===== config.mk =====
export PLATFORM = sky130hd
export DESIGN_NAME = imu_spi_top
export DESIGN_NICKNAME = d
export VERILOG_FILES = /design/src/source/imu_pkg.sv /design/src/source/bno085_controller.sv /design/src/source/imu_spi_top.sv /design/src/source/power_on_sequencer.sv /design/src/source/shtp_report_parser.sv /design/src/source/spi_master.sv
export SDC_FILE = /design/constraint.sdc
export NUM_CORES = 1
export LEC_CHECK = 0
export BUFFER_PORTS_ARGS = -buffer_cell sky130_fd_sc_hd__buf_2
export CORE_ASPECT_RATIO = 1.1
export CORE_UTILIZATION = 61
export CTS_BUF_LIST = sky130_fd_sc_hd__clkbuf_8
export DETAILED_ROUTE_END_ITERATION = 12
export GPL_TIMING_DRIVEN = 1
export PLACE_DENSITY = 0.85
export SYNTH_ARGS = -nofsm -noshare
export SYNTH_HDL_FRONTEND = slang
export SYNTH_HIERARCHICAL = 1
export SYNTH_SLANG_ARGS = --single-unit

===== constraint.sdc =====
create_clock -name clk -period 3.6 [get_ports clk]
set_input_delay 0.36 -clock clk [delete_from_list [all_inputs] [get_ports clk]]
set_output_delay 0.36 -clock clk [all_outputs]
set_load 0.1 [all_outputs]

===== src/source/imu_pkg.sv =====
package imu_pkg;

    typedef logic [7:0]         spi_byte_t;  // One SPI byte
    typedef logic signed [15:0] axis_t;      // Q-format sensor axis
    typedef logic [14:0]        shtp_len_t;  // Packet length without continuation bit

    // SHTP header as seen on the wire, continuation bit dropped
    typedef struct packed {
        shtp_len_t len;
        logic [7:0] chan;
        logic [7:0] seq;
    } shtp_hdr_t;

    typedef struct packed {
        axis_t w;
        axis_t x;
        axis_t y;
        axis_t z;
    } quat_t;

    typedef struct packed {
        axis_t x;
        axis_t y;
        axis_t z;
    } gyro_t;

    typedef enum logic [3:0] {
        ST_WAKE,          // Pull PS0/WAKE low
        ST_WAIT_INT,      // Wait for sensor to answer the wake
        ST_SEND_CMD,      // Shift out one Set Feature packet
        ST_NEXT_FEATURE,  // Pick next report or finish setup
        ST_IDLE,          // Wait for INT
        ST_READ_HDR,      // Clock in the 4 header bytes
        ST_READ_BODY,     // Clock in length - 4 bytes
        ST_DONE,
        ST_ERROR
    } ctrl_state_t;

    localparam logic [7:0] CHAN_CONTROL    = 8'd2;
    localparam logic [7:0] CHAN_REPORTS    = 8'd3;
    localparam spi_byte_t  REPORT_ROTATION = 8'h05;
    localparam spi_byte_t  REPORT_GYRO     = 8'h02;
    localparam spi_byte_t  CMD_SET_FEATURE = 8'hFD;
    localparam spi_byte_t  TIMESTAMP_BASE  = 8'hFB;
    localparam shtp_len_t  SET_FEATURE_LEN = 15'd21;  // Header included
    localparam shtp_len_t  MAX_PACKET      = 15'd64;

endpackage


===== src/source/bno085_controller.sv =====
`timescale 1ns/1ns

module bno085_controller import imu_pkg::*; #(
    parameter int INT_TIMEOUT        = 3_000_000,  // Wake response limit in cycles
    parameter int REPORT_INTERVAL_US = 10_000      // Requested report period
) (
    input  logic      clk,
    input  logic      rst_n,
    output logic      tx_valid,
    output spi_byte_t tx_data,
    input  logic      tx_ready,
    input  logic      rx_valid,
    input  spi_byte_t rx_data,
    output logic      cs_n,
    output logic      ps0_wake,
    input  logic      int_n,
    output logic      pkt_start,
    output logic      byte_valid,
    output spi_byte_t byte_data,
    input  logic      hdr_valid,
    input  shtp_hdr_t hdr,
    output logic      initialized,
    output logic      error
);

    localparam int          TW       = $clog2(INT_TIMEOUT + 1);
    localparam logic [31:0] INTERVAL = REPORT_INTERVAL_US;

    ctrl_state_t   state;
    logic          pending;   // Byte handed to master, waiting for rx_valid
    logic          feature;   // 0 rotation vector, 1 gyro
    logic [7:0]    cmd_seq;   // Control channel sequence number
    logic [4:0]    byte_idx;  // Byte within command or header
    shtp_len_t     remain;    // Body bytes still to read
    logic [TW-1:0] timer;     // Wake timeout
    spi_byte_t     cmd_byte;
    logic          reading;

    assign reading    = (state == ST_READ_HDR) || (state == ST_READ_BODY);
    assign byte_valid = rx_valid && reading;  // Read bytes go to parser as is
    assign byte_data  = rx_data;
    assign tx_data    = (state == ST_SEND_CMD) ? cmd_byte : 8'h00;  // Dummy on reads
    assign tx_valid   = !pending && ((state == ST_SEND_CMD) || (state == ST_READ_BODY) ||
                                     ((state == ST_READ_HDR) && (byte_idx < 5'd4)));

    // Set Feature packet
    always_comb begin
        case (byte_idx)
            5'd0:    cmd_byte = SET_FEATURE_LEN[7:0];
            5'd1:    cmd_byte = {1'b0, SET_FEATURE_LEN[14:8]};
            5'd2:    cmd_byte = CHAN_CONTROL;
            5'd3:    cmd_byte = cmd_seq;
            5'd4:    cmd_byte = CMD_SET_FEATURE;
            5'd5:    cmd_byte = feature ? REPORT_GYRO : REPORT_ROTATION;
            5'd9:    cmd_byte = INTERVAL[7:0];  // Interval LSB first
            5'd10:   cmd_byte = INTERVAL[15:8];
            5'd11:   cmd_byte = INTERVAL[23:16];
            5'd12:   cmd_byte = INTERVAL[31:24];
            default: cmd_byte = 8'h00;  // Flags, sensitivity, batch, config
        endcase
    end

    always_ff @(posedge clk or negedge rst_n) begin
        if (!rst_n) begin
            state       <= ST_WAKE;
            cs_n        <= 1'b1;
            ps0_wake    <= 1'b1;
            pending     <= 1'b0;
            feature     <= 1'b0;
            cmd_seq     <= '0;
            byte_idx    <= '0;
            remain      <= '0;
            timer       <= '0;
            pkt_start   <= 1'b0;
            initialized <= 1'b0;
            error       <= 1'b0;
        end else begin
            pkt_start <= 1'b0;
            if (tx_valid && tx_ready) begin
                pending <= 1'b1;
            end else if (rx_valid) begin
                pending <= 1'b0;
            end
            case (state)
                ST_WAKE: begin
                    ps0_wake <= 1'b0;
                    timer    <= '0;
                    state    <= ST_WAIT_INT;
                end
                ST_WAIT_INT: begin
                    if (!int_n) begin  // Sensor awake
                        ps0_wake <= 1'b1;
                        cs_n     <= 1'b0;
                        byte_idx <= '0;
                        state    <= ST_SEND_CMD;
                    end else if (timer == TW'(INT_TIMEOUT - 1)) begin
                        error <= 1'b1;
                        state <= ST_ERROR;
                    end else begin
                        timer <= timer + 1'b1;
                    end
                end
                ST_SEND_CMD: begin
                    if (rx_valid) begin  // Write echo discarded
                        byte_idx <= byte_idx + 1'b1;
                        if (byte_idx == 5'(SET_FEATURE_LEN - 1)) begin
                            cs_n  <= 1'b1;
                            state <= ST_NEXT_FEATURE;
                        end
                    end
                end
                ST_NEXT_FEATURE: begin
                    cmd_seq <= cmd_seq + 1'b1;
                    feature <= 1'b1;
                    if (feature) begin
                        initialized <= 1'b1;  // Both reports enabled
                        state       <= ST_IDLE;
                    end else begin
                        state <= ST_WAKE;
                    end
                end
                ST_IDLE: begin
                    if (!int_n) begin
                        cs_n      <= 1'b0;
                        pkt_start <= 1'b1;
                        byte_idx  <= '0;
                        state     <= ST_READ_HDR;
                    end
                end
                ST_READ_HDR: begin
                    if (rx_valid) begin
                        byte_idx <= byte_idx + 1'b1;
                    end
                    if (hdr_valid) begin  // One cycle after the 4th byte
                        if (hdr.len > MAX_PACKET) begin
                            cs_n  <= 1'b1;
                            error <= 1'b1;
                            state <= ST_ERROR;
                        end else if (hdr.len <= 15'd4) begin
                            cs_n  <= 1'b1;  // Header only
                            state <= ST_DONE;
                        end else begin
                            remain <= hdr.len - 15'd4;
                            state  <= ST_READ_BODY;
                        end
                    end
                end
                ST_READ_BODY: begin
                    if (rx_valid) begin
                        remain <= remain - 1'b1;
                        if (remain == 15'd1) begin
                            cs_n  <= 1'b1;
                            state <= ST_DONE;
                        end
                    end
                end
                ST_DONE:  state <= ST_IDLE;  // Gap before next INT check
                ST_ERROR: state <= ST_ERROR;
                default:  state <= ST_ERROR;
            endcase
        end
    end

    // Chip select may only rise between bytes
    a_cs_between_bytes: assert property (
        @(posedge clk) disable iff (!rst_n)
        $rose(cs_n) |-> (tx_ready && !pending)
    ) else $error("cs_n raised during a byte");

endmodule


===== src/source/imu_spi_top.sv =====
`timescale 1ns/1ns

module imu_spi_top import imu_pkg::*; #(
    parameter int SENSOR_RST_CYCLES  = 300_000,
    parameter int CTRL_RST_CYCLES    = 6_000_000,
    parameter int CLK_DIV            = 2,
    parameter int INT_TIMEOUT        = 3_000_000,
    parameter int REPORT_INTERVAL_US = 10_000,
    parameter int HEARTBEAT_BIT      = 21  // About 0.7 s per toggle at 3 MHz
) (
    input  logic  clk,
    input  logic  fpga_rst_n,
    output logic  sclk,
    output logic  mosi,
    input  logic  miso,
    output logic  cs_n,
    output logic  ps0_wake,
    output logic  sensor_rst_n,
    input  logic  int_n,
    output logic  quat_valid,
    output quat_t quat,
    output logic  gyro_valid,
    output gyro_t gyro,
    output logic  led_initialized,
    output logic  led_error,
    output logic  led_heartbeat
);

    logic      ctrl_rst_n;  // Reset for everything past the sequencer
    logic      tx_valid;
    logic      tx_ready;
    logic      rx_valid;
    spi_byte_t tx_data;
    spi_byte_t rx_data;
    logic      pkt_start;
    logic      byte_valid;
    spi_byte_t byte_data;
    logic      hdr_valid;
    shtp_hdr_t hdr;

    logic [HEARTBEAT_BIT:0] hb_cnt;

    power_on_sequencer #(
        .SENSOR_RST_CYCLES(SENSOR_RST_CYCLES),
        .CTRL_RST_CYCLES  (CTRL_RST_CYCLES)
    ) u_seq (
        .clk(clk), .fpga_rst_n(fpga_rst_n),
        .sensor_rst_n(sensor_rst_n), .ctrl_rst_n(ctrl_rst_n)
    );

    spi_master #(.CLK_DIV(CLK_DIV)) u_spi (
        .clk(clk), .rst_n(ctrl_rst_n),
        .tx_valid(tx_valid), .tx_data(tx_data), .tx_ready(tx_ready),
        .rx_valid(rx_valid), .rx_data(rx_data),
        .sclk(sclk), .mosi(mosi), .miso(miso)
    );

    bno085_controller #(
        .INT_TIMEOUT       (INT_TIMEOUT),
        .REPORT_INTERVAL_US(REPORT_INTERVAL_US)
    ) u_ctrl (
        .clk(clk), .rst_n(ctrl_rst_n),
        .tx_valid(tx_valid), .tx_data(tx_data), .tx_ready(tx_ready),
        .rx_valid(rx_valid), .rx_data(rx_data),
        .cs_n(cs_n), .ps0_wake(ps0_wake), .int_n(int_n),
        .pkt_start(pkt_start), .byte_valid(byte_valid), .byte_data(byte_data),
        .hdr_valid(hdr_valid), .hdr(hdr),
        .initialized(led_initialized), .error(led_error)
    );

    shtp_report_parser u_parse (
        .clk(clk), .rst_n(ctrl_rst_n),
        .pkt_start(pkt_start), .byte_valid(byte_valid), .byte_data(byte_data),
        .hdr_valid(hdr_valid), .hdr(hdr),
        .quat_valid(quat_valid), .quat(quat),
        .gyro_valid(gyro_valid), .gyro(gyro)
    );

    // Heartbeat starts with the controller, shows the clock and reset are alive
    always_ff @(posedge clk or negedge ctrl_rst_n) begin
        if (!ctrl_rst_n) begin
            hb_cnt <= '0;
        end else begin
            hb_cnt <= hb_cnt + 1'b1;
        end
    end

    assign led_heartbeat = hb_cnt[HEARTBEAT_BIT];

endmodule


===== src/source/power_on_sequencer.sv =====
`timescale 1ns/1ns

module power_on_sequencer #(
    parameter int SENSOR_RST_CYCLES = 300_000,   // About 100 ms at 3 MHz
    parameter int CTRL_RST_CYCLES   = 6_000_000  // Must be above SENSOR_RST_CYCLES
) (
    input  logic clk,
    input  logic fpga_rst_n,
    output logic sensor_rst_n,
    output logic ctrl_rst_n
);

    localparam int CW = $clog2(CTRL_RST_CYCLES + 1);

    logic [CW-1:0] cnt;  // Cycles since FPGA reset release, saturating

    always_ff @(posedge clk or negedge fpga_rst_n) begin
        if (!fpga_rst_n) begin
            cnt          <= '0;
            sensor_rst_n <= 1'b0;  // Sensor held in reset
            ctrl_rst_n   <= 1'b0;  // Controller held in reset
        end else begin
            if (cnt < CTRL_RST_CYCLES) begin
                cnt <= cnt + 1'b1;
            end
            // Registered compares, so each release lands one edge after the count
            sensor_rst_n <= (cnt >= SENSOR_RST_CYCLES);
            ctrl_rst_n   <= (cnt >= CTRL_RST_CYCLES);
        end
    end

    // Controller must never run while the sensor is still in reset
    a_ctrl_after_sensor: assert property (
        @(posedge clk) disable iff (!fpga_rst_n)
        ctrl_rst_n |-> sensor_rst_n
    ) else $error("controller released before sensor");

endmodule


===== src/source/shtp_report_parser.sv =====
`timescale 1ns/1ns

module shtp_report_parser import imu_pkg::*; (
    input  logic      clk,
    input  logic      rst_n,
    input  logic      pkt_start,
    input  logic      byte_valid,
    input  spi_byte_t byte_data,
    output logic      hdr_valid,
    output shtp_hdr_t hdr,
    output logic      quat_valid,
    output quat_t     quat,
    output logic      gyro_valid,
    output gyro_t     gyro
);

    logic [6:0] idx;     // Byte index within packet, saturating
    logic       ts_ok;   // Timestamp marker seen at byte 4
    spi_byte_t  rep_id;  // Report ID from byte 9
    spi_byte_t  lo_byte; // Low half of the axis being assembled
    axis_t      ax0;
    axis_t      ax1;
    axis_t      ax2;
    logic       rpt_ok;  // Report channel with timestamp marker

    assign rpt_ok = (hdr.chan == CHAN_REPORTS) && ts_ok;

    // Byte index and valid strobes
    always_ff @(posedge clk or negedge rst_n) begin
        if (!rst_n) begin
            idx        <= '0;
            hdr_valid  <= 1'b0;
            quat_valid <= 1'b0;
            gyro_valid <= 1'b0;
        end else begin
            hdr_valid  <= 1'b0;
            quat_valid <= 1'b0;
            gyro_valid <= 1'b0;
            if (pkt_start) begin
                idx <= '0;
            end else if (byte_valid) begin
                if (idx != '1) begin
                    idx <= idx + 1'b1;
                end
                hdr_valid <= (idx == 7'd3);  // Header complete after 4th byte
                // Gyro ends at z high byte, rotation at real high byte
                gyro_valid <= (idx == 7'd18) && rpt_ok && (rep_id == REPORT_GYRO);
                quat_valid <= (idx == 7'd20) && rpt_ok && (rep_id == REPORT_ROTATION);
            end
        end
    end

    // Field capture, little-endian axes
    always_ff @(posedge clk) begin
        if (byte_valid) begin
            case (idx)
                7'd0: hdr.len[7:0]  <= byte_data;
                7'd1: hdr.len[14:8] <= byte_data[6:0];  // Drop continuation bit
                7'd2: hdr.chan      <= byte_data;
                7'd3: hdr.seq       <= byte_data;
                7'd4: ts_ok         <= (byte_data == TIMESTAMP_BASE);
                7'd9: rep_id        <= byte_data;
                7'd13, 7'd15, 7'd17, 7'd19: lo_byte <= byte_data;
                7'd14: ax0 <= {byte_data, lo_byte};  // i or x
                7'd16: ax1 <= {byte_data, lo_byte};  // j or y
                7'd18: begin
                    ax2  <= {byte_data, lo_byte};    // k or z
                    gyro <= '{x: ax0, y: ax1, z: {byte_data, lo_byte}};
                end
                7'd20: begin
                    // Real part is the 4th axis and maps to w
                    quat <= '{w: {byte_data, lo_byte}, x: ax0, y: ax1, z: ax2};
                end
                default: ;
            endcase
        end
    end

endmodule


===== src/source/spi_master.sv =====
`timescale 1ns/1ns

module spi_master import imu_pkg::*; #(
    parameter int CLK_DIV = 2  // clk cycles per SCLK half period
) (
    input  logic      clk,
    input  logic      rst_n,
    input  logic      tx_valid,
    input  spi_byte_t tx_data,
    output logic      tx_ready,
    output logic      rx_valid,
    output spi_byte_t rx_data,
    output logic      sclk,
    output logic      mosi,
    input  logic      miso
);

    localparam int DW = $clog2(CLK_DIV + 1);

    logic          busy;     // Byte in flight
    logic [DW-1:0] div_cnt;  // Half period divider
    logic [2:0]    bit_cnt;  // Rising edges seen so far
    logic          tick;     // SCLK toggles this cycle
    spi_byte_t     shreg;    // Out on MSB, in on LSB

    assign tick     = busy && (div_cnt == DW'(CLK_DIV - 1));
    assign tx_ready = !busy;
    assign rx_data  = shreg;  // Holds received byte once rx_valid pulses

    always_ff @(posedge clk or negedge rst_n) begin
        if (!rst_n) begin
            busy     <= 1'b0;
            div_cnt  <= '0;
            bit_cnt  <= '0;
            sclk     <= 1'b1;  // Mode 3 idle high
            mosi     <= 1'b1;
            rx_valid <= 1'b0;
        end else begin
            rx_valid <= 1'b0;
            if (!busy) begin
                if (tx_valid) begin  // Accept byte
                    busy    <= 1'b1;
                    div_cnt <= '0;
                    bit_cnt <= '0;
                end
            end else if (tick) begin
                div_cnt <= '0;
                sclk    <= !sclk;
                if (sclk) begin
                    mosi <= shreg[7];  // Falling edge, present next bit
                end else begin
                    bit_cnt <= bit_cnt + 1'b1;  // Rising edge, miso sampled below
                    if (bit_cnt == 3'd7) begin
                        busy     <= 1'b0;  // Last rising edge ends the byte
                        rx_valid <= 1'b1;
                    end
                end
            end else begin
                div_cnt <= div_cnt + 1'b1;
            end
        end
    end

    // Shift register, payload only
    always_ff @(posedge clk) begin
        if (tx_valid && tx_ready) begin
            shreg <= tx_data;
        end else if (tick && !sclk) begin
            shreg <= {shreg[6:0], miso};  // Sample on SCLK rise
        end
    end

    // No queue here, the controller must hold off until the byte completes
    a_no_offer_while_busy: assert property (
        @(posedge clk) disable iff (!rst_n)
        !tx_ready |-> !tx_valid
    ) else $error("byte offered during active shift");

    // Every accepted byte returns 16 x CLK_DIV cycles after the accepting edge
    a_byte_time: assert property (
        @(posedge clk) disable iff (!rst_n)
        (tx_valid && tx_ready) |=> ##(16 * CLK_DIV) rx_valid
    ) else $error("byte timing off");

endmodule


## Word-level counts from Yosys, hierarchy flattened

Index checks and enable logic that the tools add are counted.

- Register bits after elaboration: 319
- Bits in latches: 0
- Bits in writable memories: 0
- ROM bits: 0
- Input bits: 4
- Output and inout port bits: 122
- Word-level logic and storage cells: 241
- Memories kept: 0

- $add $sub $neg: 10
- Multiply operators: 0
- Div/mod/pow operators: 0
- Order comparisons: 6
- Equality and inequality tests: 55
- Shifts and indexed selects: 0
- Muxes and demuxes: 73
- Bitwise logic cells: 0
- Reductions and logical operators: 55

Operator list:

| cell | number |
|---|---|
| $mux 15 | 4 |
| $pmux 8 s7 | 1 |
| $add 22x1->22 const B | 2 |
| $mux 22 | 2 |
| $pmux 22 s2 | 1 |
| $mux 4 | 9 |
| $eq 7x5->1 const B | 5 |
| $mux 1 | 33 |
| $pmux 4 s8 | 1 |
| $pmux 15 s2 | 1 |
| $eq 7x4->1 const B | 4 |
| $ne 2x2->1 const B | 14 |
| $reduce_and 2->1 | 14 |
| $mux 8 | 3 |
| $add 23x1->23 const B | 1 |
| $ge 23x19->1 const B | 1 |
| $ge 23x23->1 const B | 1 |
| $lt 23x23->1 const B | 1 |
| $eq 22x22->1 const B | 1 |
| $mux 7 | 3 |
| $mux 3 | 6 |
| $reduce_bool 2->1 | 9 |
| $eq 4x3->1 const B | 4 |
| $eq 8x2->1 const B | 2 |
| other kinds (46) | 76 |

## Longest topological paths before layout

- Depth after elaboration: 6
- Mapped depth: 9
- Mapped depth without buffers: 8

## Cells and area by module

The synthesis kept the hierarchy.

Modules (own cells, without submodules):

| module | times used | cells an instance | area each (µm²) | seq. area each (µm²) |
|---|---|---|---|---|
| shtp_report_parser | 1 | 274 | 6,528.8 | 6,015.8 |
| bno085_controller | 1 | 473 | 4,103.9 | 1,529.0 |
| power_on_sequencer | 1 | 113 | 1,208.7 | 625.6 |
| imu_spi_top | 1 | 77 | 962.2 | 550.5 |
| spi_master | 1 | 53 | 767.0 | 467.9 |

## Worst setup path after synthesis

OpenSTA, ideal clock, no wires.

- Path type: register to register
- Start point: reg u_ctrl.state[1]
- End point: reg, netlist name u_parse/quat[0]
- Setup time: 0.418 ns
- Arrival time: 2.937 ns
- Required time: 3.182 ns
- Path slack: 0.245 ns
- Stages on the path, launching flop included: 9
- Buffers on the path: 2
- Period minus slack after synthesis: 3.355 ns
- Cell sequence: dfrtp_1 clkbuf_1 nor4bb_1 buf_2 nor2_1 nor2_1 nor3b_2 nand3_1 inv_1

- Longest elaborated chain between the ends: 4
- Elaborated cells between the ends (all ways): 5
- Classes of those cells: 2 x eq/ne; 3 x reduce/logical

RTL lines:

| element | line | RTL |
|---|---|---|
| from (decl) | bno085_controller.sv:29 | `ctrl_state_t state;` |
| from (signal assigned) | bno085_controller.sv:65 | `state <= ST_WAKE;` |
| from (signal assigned) | bno085_controller.sv:88 | `state <= ST_WAIT_INT;` |
| from (signal assigned) | bno085_controller.sv:95 | `state <= ST_SEND_CMD;` |
| $eq 4x3->1 | bno085_controller.sv:39 | `assign reading = (state == ST_READ_HDR) \|\| (state == ST_READ_BODY);` |
| $logic_or 1x1->1 * | bno085_controller.sv:39 |  |
| $logic_and 1x1->1 * | bno085_controller.sv:40 | `assign byte_valid = rx_valid && reading;` |
| named net byte_valid | imu_spi_top.sv:36 | `logic byte_valid;` |
| $reduce_and 2->1 (no line) * | - |  |

The timed path passes the listed nets; every way through them passes the cells marked *.
A chain may end at the register's enable or synchronous reset.

## Worst setup path after layout

- Start point: reg u_ctrl.state[0]
- End point: reg u_parse.rep_id[5] (enable)

- Longest elaborated chain between the ends: 4
- Elaborated cells between the ends (all ways): 5
- Classes of those cells: 2 x eq/ne; 3 x reduce/logical

RTL lines:

| element | line | RTL |
|---|---|---|
| $eq 4x3->1 | bno085_controller.sv:39 |  |
| $logic_or 1x1->1 * | bno085_controller.sv:39 |  |
| $logic_and 1x1->1 * | bno085_controller.sv:40 |  |
| named net byte_valid | imu_spi_top.sv:36 |  |
| $reduce_and 2->1 (no line) * | - |  |
| to (signal assigned) | shtp_report_parser.sv:62 | `7'd9: rep_id <= byte_data;` |
| to (decl) | shtp_report_parser.sv:19 | `spi_byte_t rep_id;` |

Marks and branches as above.

==> metrics <==
WL final=26,100 µm; I/O Pins=126; # DRC=0; # Post-CTS Setup Buffers=0; Area growth syn-to-layout=14.1%; placed inst area=0.0143 mm²; CP Launch Type=flip-flop; clock tree sinks=319; worst min-delay path class=in -> reg; initial DRC count=553; vias per cell=5.76; CP max stage delay=510 ps; critical path peak fanout=20; Root Buffer=clkbuf_8; Avg WL per Cell=17.9 µm; number of placement rows=56; Congestion Overflow GR=0; Power Density=441 mW/mm²; Syn Area/Cell=13.6 µm²; DRT met1 WL=10,500 µm; Detailed Routing Iterations Pass 1=5; Slowest cell on crit path=and4bb_2; Final setup viols=0; syn nets=1,006; skew final=31.1 ps; worst slew pin tran=748 ps; worst-case clock buffer depth=3; Synth Cell Area=0.0133 mm²; Crit. End Element=flip-flop; CTS tree=done; Leak=6.13 nW; Tcrit/Tclk final=76.7%; clock-pin transition on the worst setup and hold timing paths=60 ps; crit path buf inv count=2; CTS buffer count=46; post-DP HPWL=16,700 µm; critical path type=reg -> reg; metal2 WL=13,500 µm; Synth Warn #=6; H-Tree Depth=2; metal3 WL=1500 µm; vias in the first global route=8,382; insertion delay to the later sink of the worst-skew pair=580 ps; maxcap violations=0; Design Area, Final=0.0152 mm²; PortBufs=125; Post-CTS Resized=0; setup TNS=0 ps; Die Width=143 µm; first-pass GRT wire length=42,000 µm; RSZ-0062 raised after global routing=no; GP Congestion=0.876; Cell Chain, Critical Path=buf_4 > and4bb_2 > nor2_1 > nor2_1 > nor4b_4 > nand2_1 > nor3b_1 > buf_4; crit path DAT=3040 ps; initial antenna violation count=0; Peak supply drop=0.283 mV; fin. max-slew vios=0; Period minus WS final=2760 ps; die extent in y=157 µm; Tot Pwr=6.71 mW; final hold viol count=0; Gate Count Post-Synth=982; share of cells above drive strength 1=21.7%; largest net degree at the start of global routing=57; core area=0.0214 mm²; status=completed; Worst EP required=3880 ps; ANT cells=0; Slew HR=50.2%; highest routed layer=met4; Vias=8,417; Initial Util=62.4%; ANT nets after route=0; hold_ws=144 ps; Max Fclk=0.362 GHz; fill count=1,372; Global Route Usage Sum=24.0%; die area=0.0224 mm²; crit-path leading delay family=simple AND/OR/NAND/NOR gates; final net count=1,159
[flip-flops by register name, indices dropped and copies added, names as in the netlist, 15 cells and up]
register and count:
u_parse/quat 64, u_parse/gyro 32, u_parse/hdr 23, u_seq/cnt 23, hb_cnt 22, u_ctrl/timer 22
u_parse/ax0 16, u_parse/ax1 16, u_parse/ax2 16, u_ctrl/remain 15
[worst reg2reg max path, cell delays in order (launching register included)]
cell and delay [ps]:
dfrtp_1 360, buf_4 190, and4bb_2 510, nor2_1 110, nor2_1 250, nor4b_4 380, nand2_1 150, nor3b_1 300
buf_4 220
[metrics by stage]
stage | setup WS [ps] | utilization [%] | cells
2_1_floorplan | 245 | - | 982
3_3_place_gp | 945 | 66.9 | 1376
3_5_place_dp | 871 | 66.9 | 1376
4_1_cts | 857 | 71.2 | 1461
5_1_grt | 664 | 71.2 | 1461
6_report | 838 | 71.2 | 1461
[where the power goes]
part | internal (mW) | switching [mW] | total [mW]
Clock | 1.48 | 1.33 | 2.81
Combinational | 0.0125 | 0.0233 | 0.0359
Sequential | 3.85 | 0.00904 | 3.86
[per-layer routing]
metal	track usage (%)	vias up
met1	29.1	4098
met5	0	-
li1	-	3961
met2	42.5	304
met4	8.76	0
met3	4.59	54
[area by class of cell]
class                           count  area [µm²]  share of cell area, %
Clock buffer                       49         674                   4.43
Multi-Input combinational cell    599        4090                   26.8
Timing Repair Buffer              144         808                   5.31
Clock inverter                     35         239                   1.57
Tap cell                          290         363                   2.38
Sequential cell                   319        8950                   58.8
Inverter                           25        93.8                  0.617
[timing repair]
item	4_1_cts	5_1_grt
endpoints found under the setup margin	0	0
hold buffers	1	0
hold endpoints to repair	25	0
[final timing paths]
check / start / to / slack, ps / depth (start not counted)
max: u_ctrl/state[0] / u_parse/rep_id[5] / 840 / 8
min: miso / u_spi/rx_data[0] / 140 / 2
max reg2reg: u_ctrl/state[0] / u_parse/rep_id[5] / 840 / 8
min reg2reg: u_seq/ctrl_rst_n / u_parse/gyro_valid / 400 / 0
max in group asynchronous: u_seq/ctrl_rst_n / u_ctrl/cs_n / 2310 / 1
min in group asynchronous: fpga_rst_n / u_seq/cnt[21] / 300 / 2
[placed cells by master (no fill, tap or decap), drive strengths merged, types with 9 or more instances in the layout]
master and count:
and2 12, mux2i 11, a21oi 36, nor2 69, nand3 29, xor2 22
clkbuf 49, xnor2 45, inv 46, ha 20, nand4 31, edfxtp 192
nand2b 12, and3 25, nand3b 9, dfrtp 123, nand2 73, nor4 13
mux2 13, o21ai 26, clkinv 10, nor3 30, buf 143
Power figures use the tool's default switching activity.
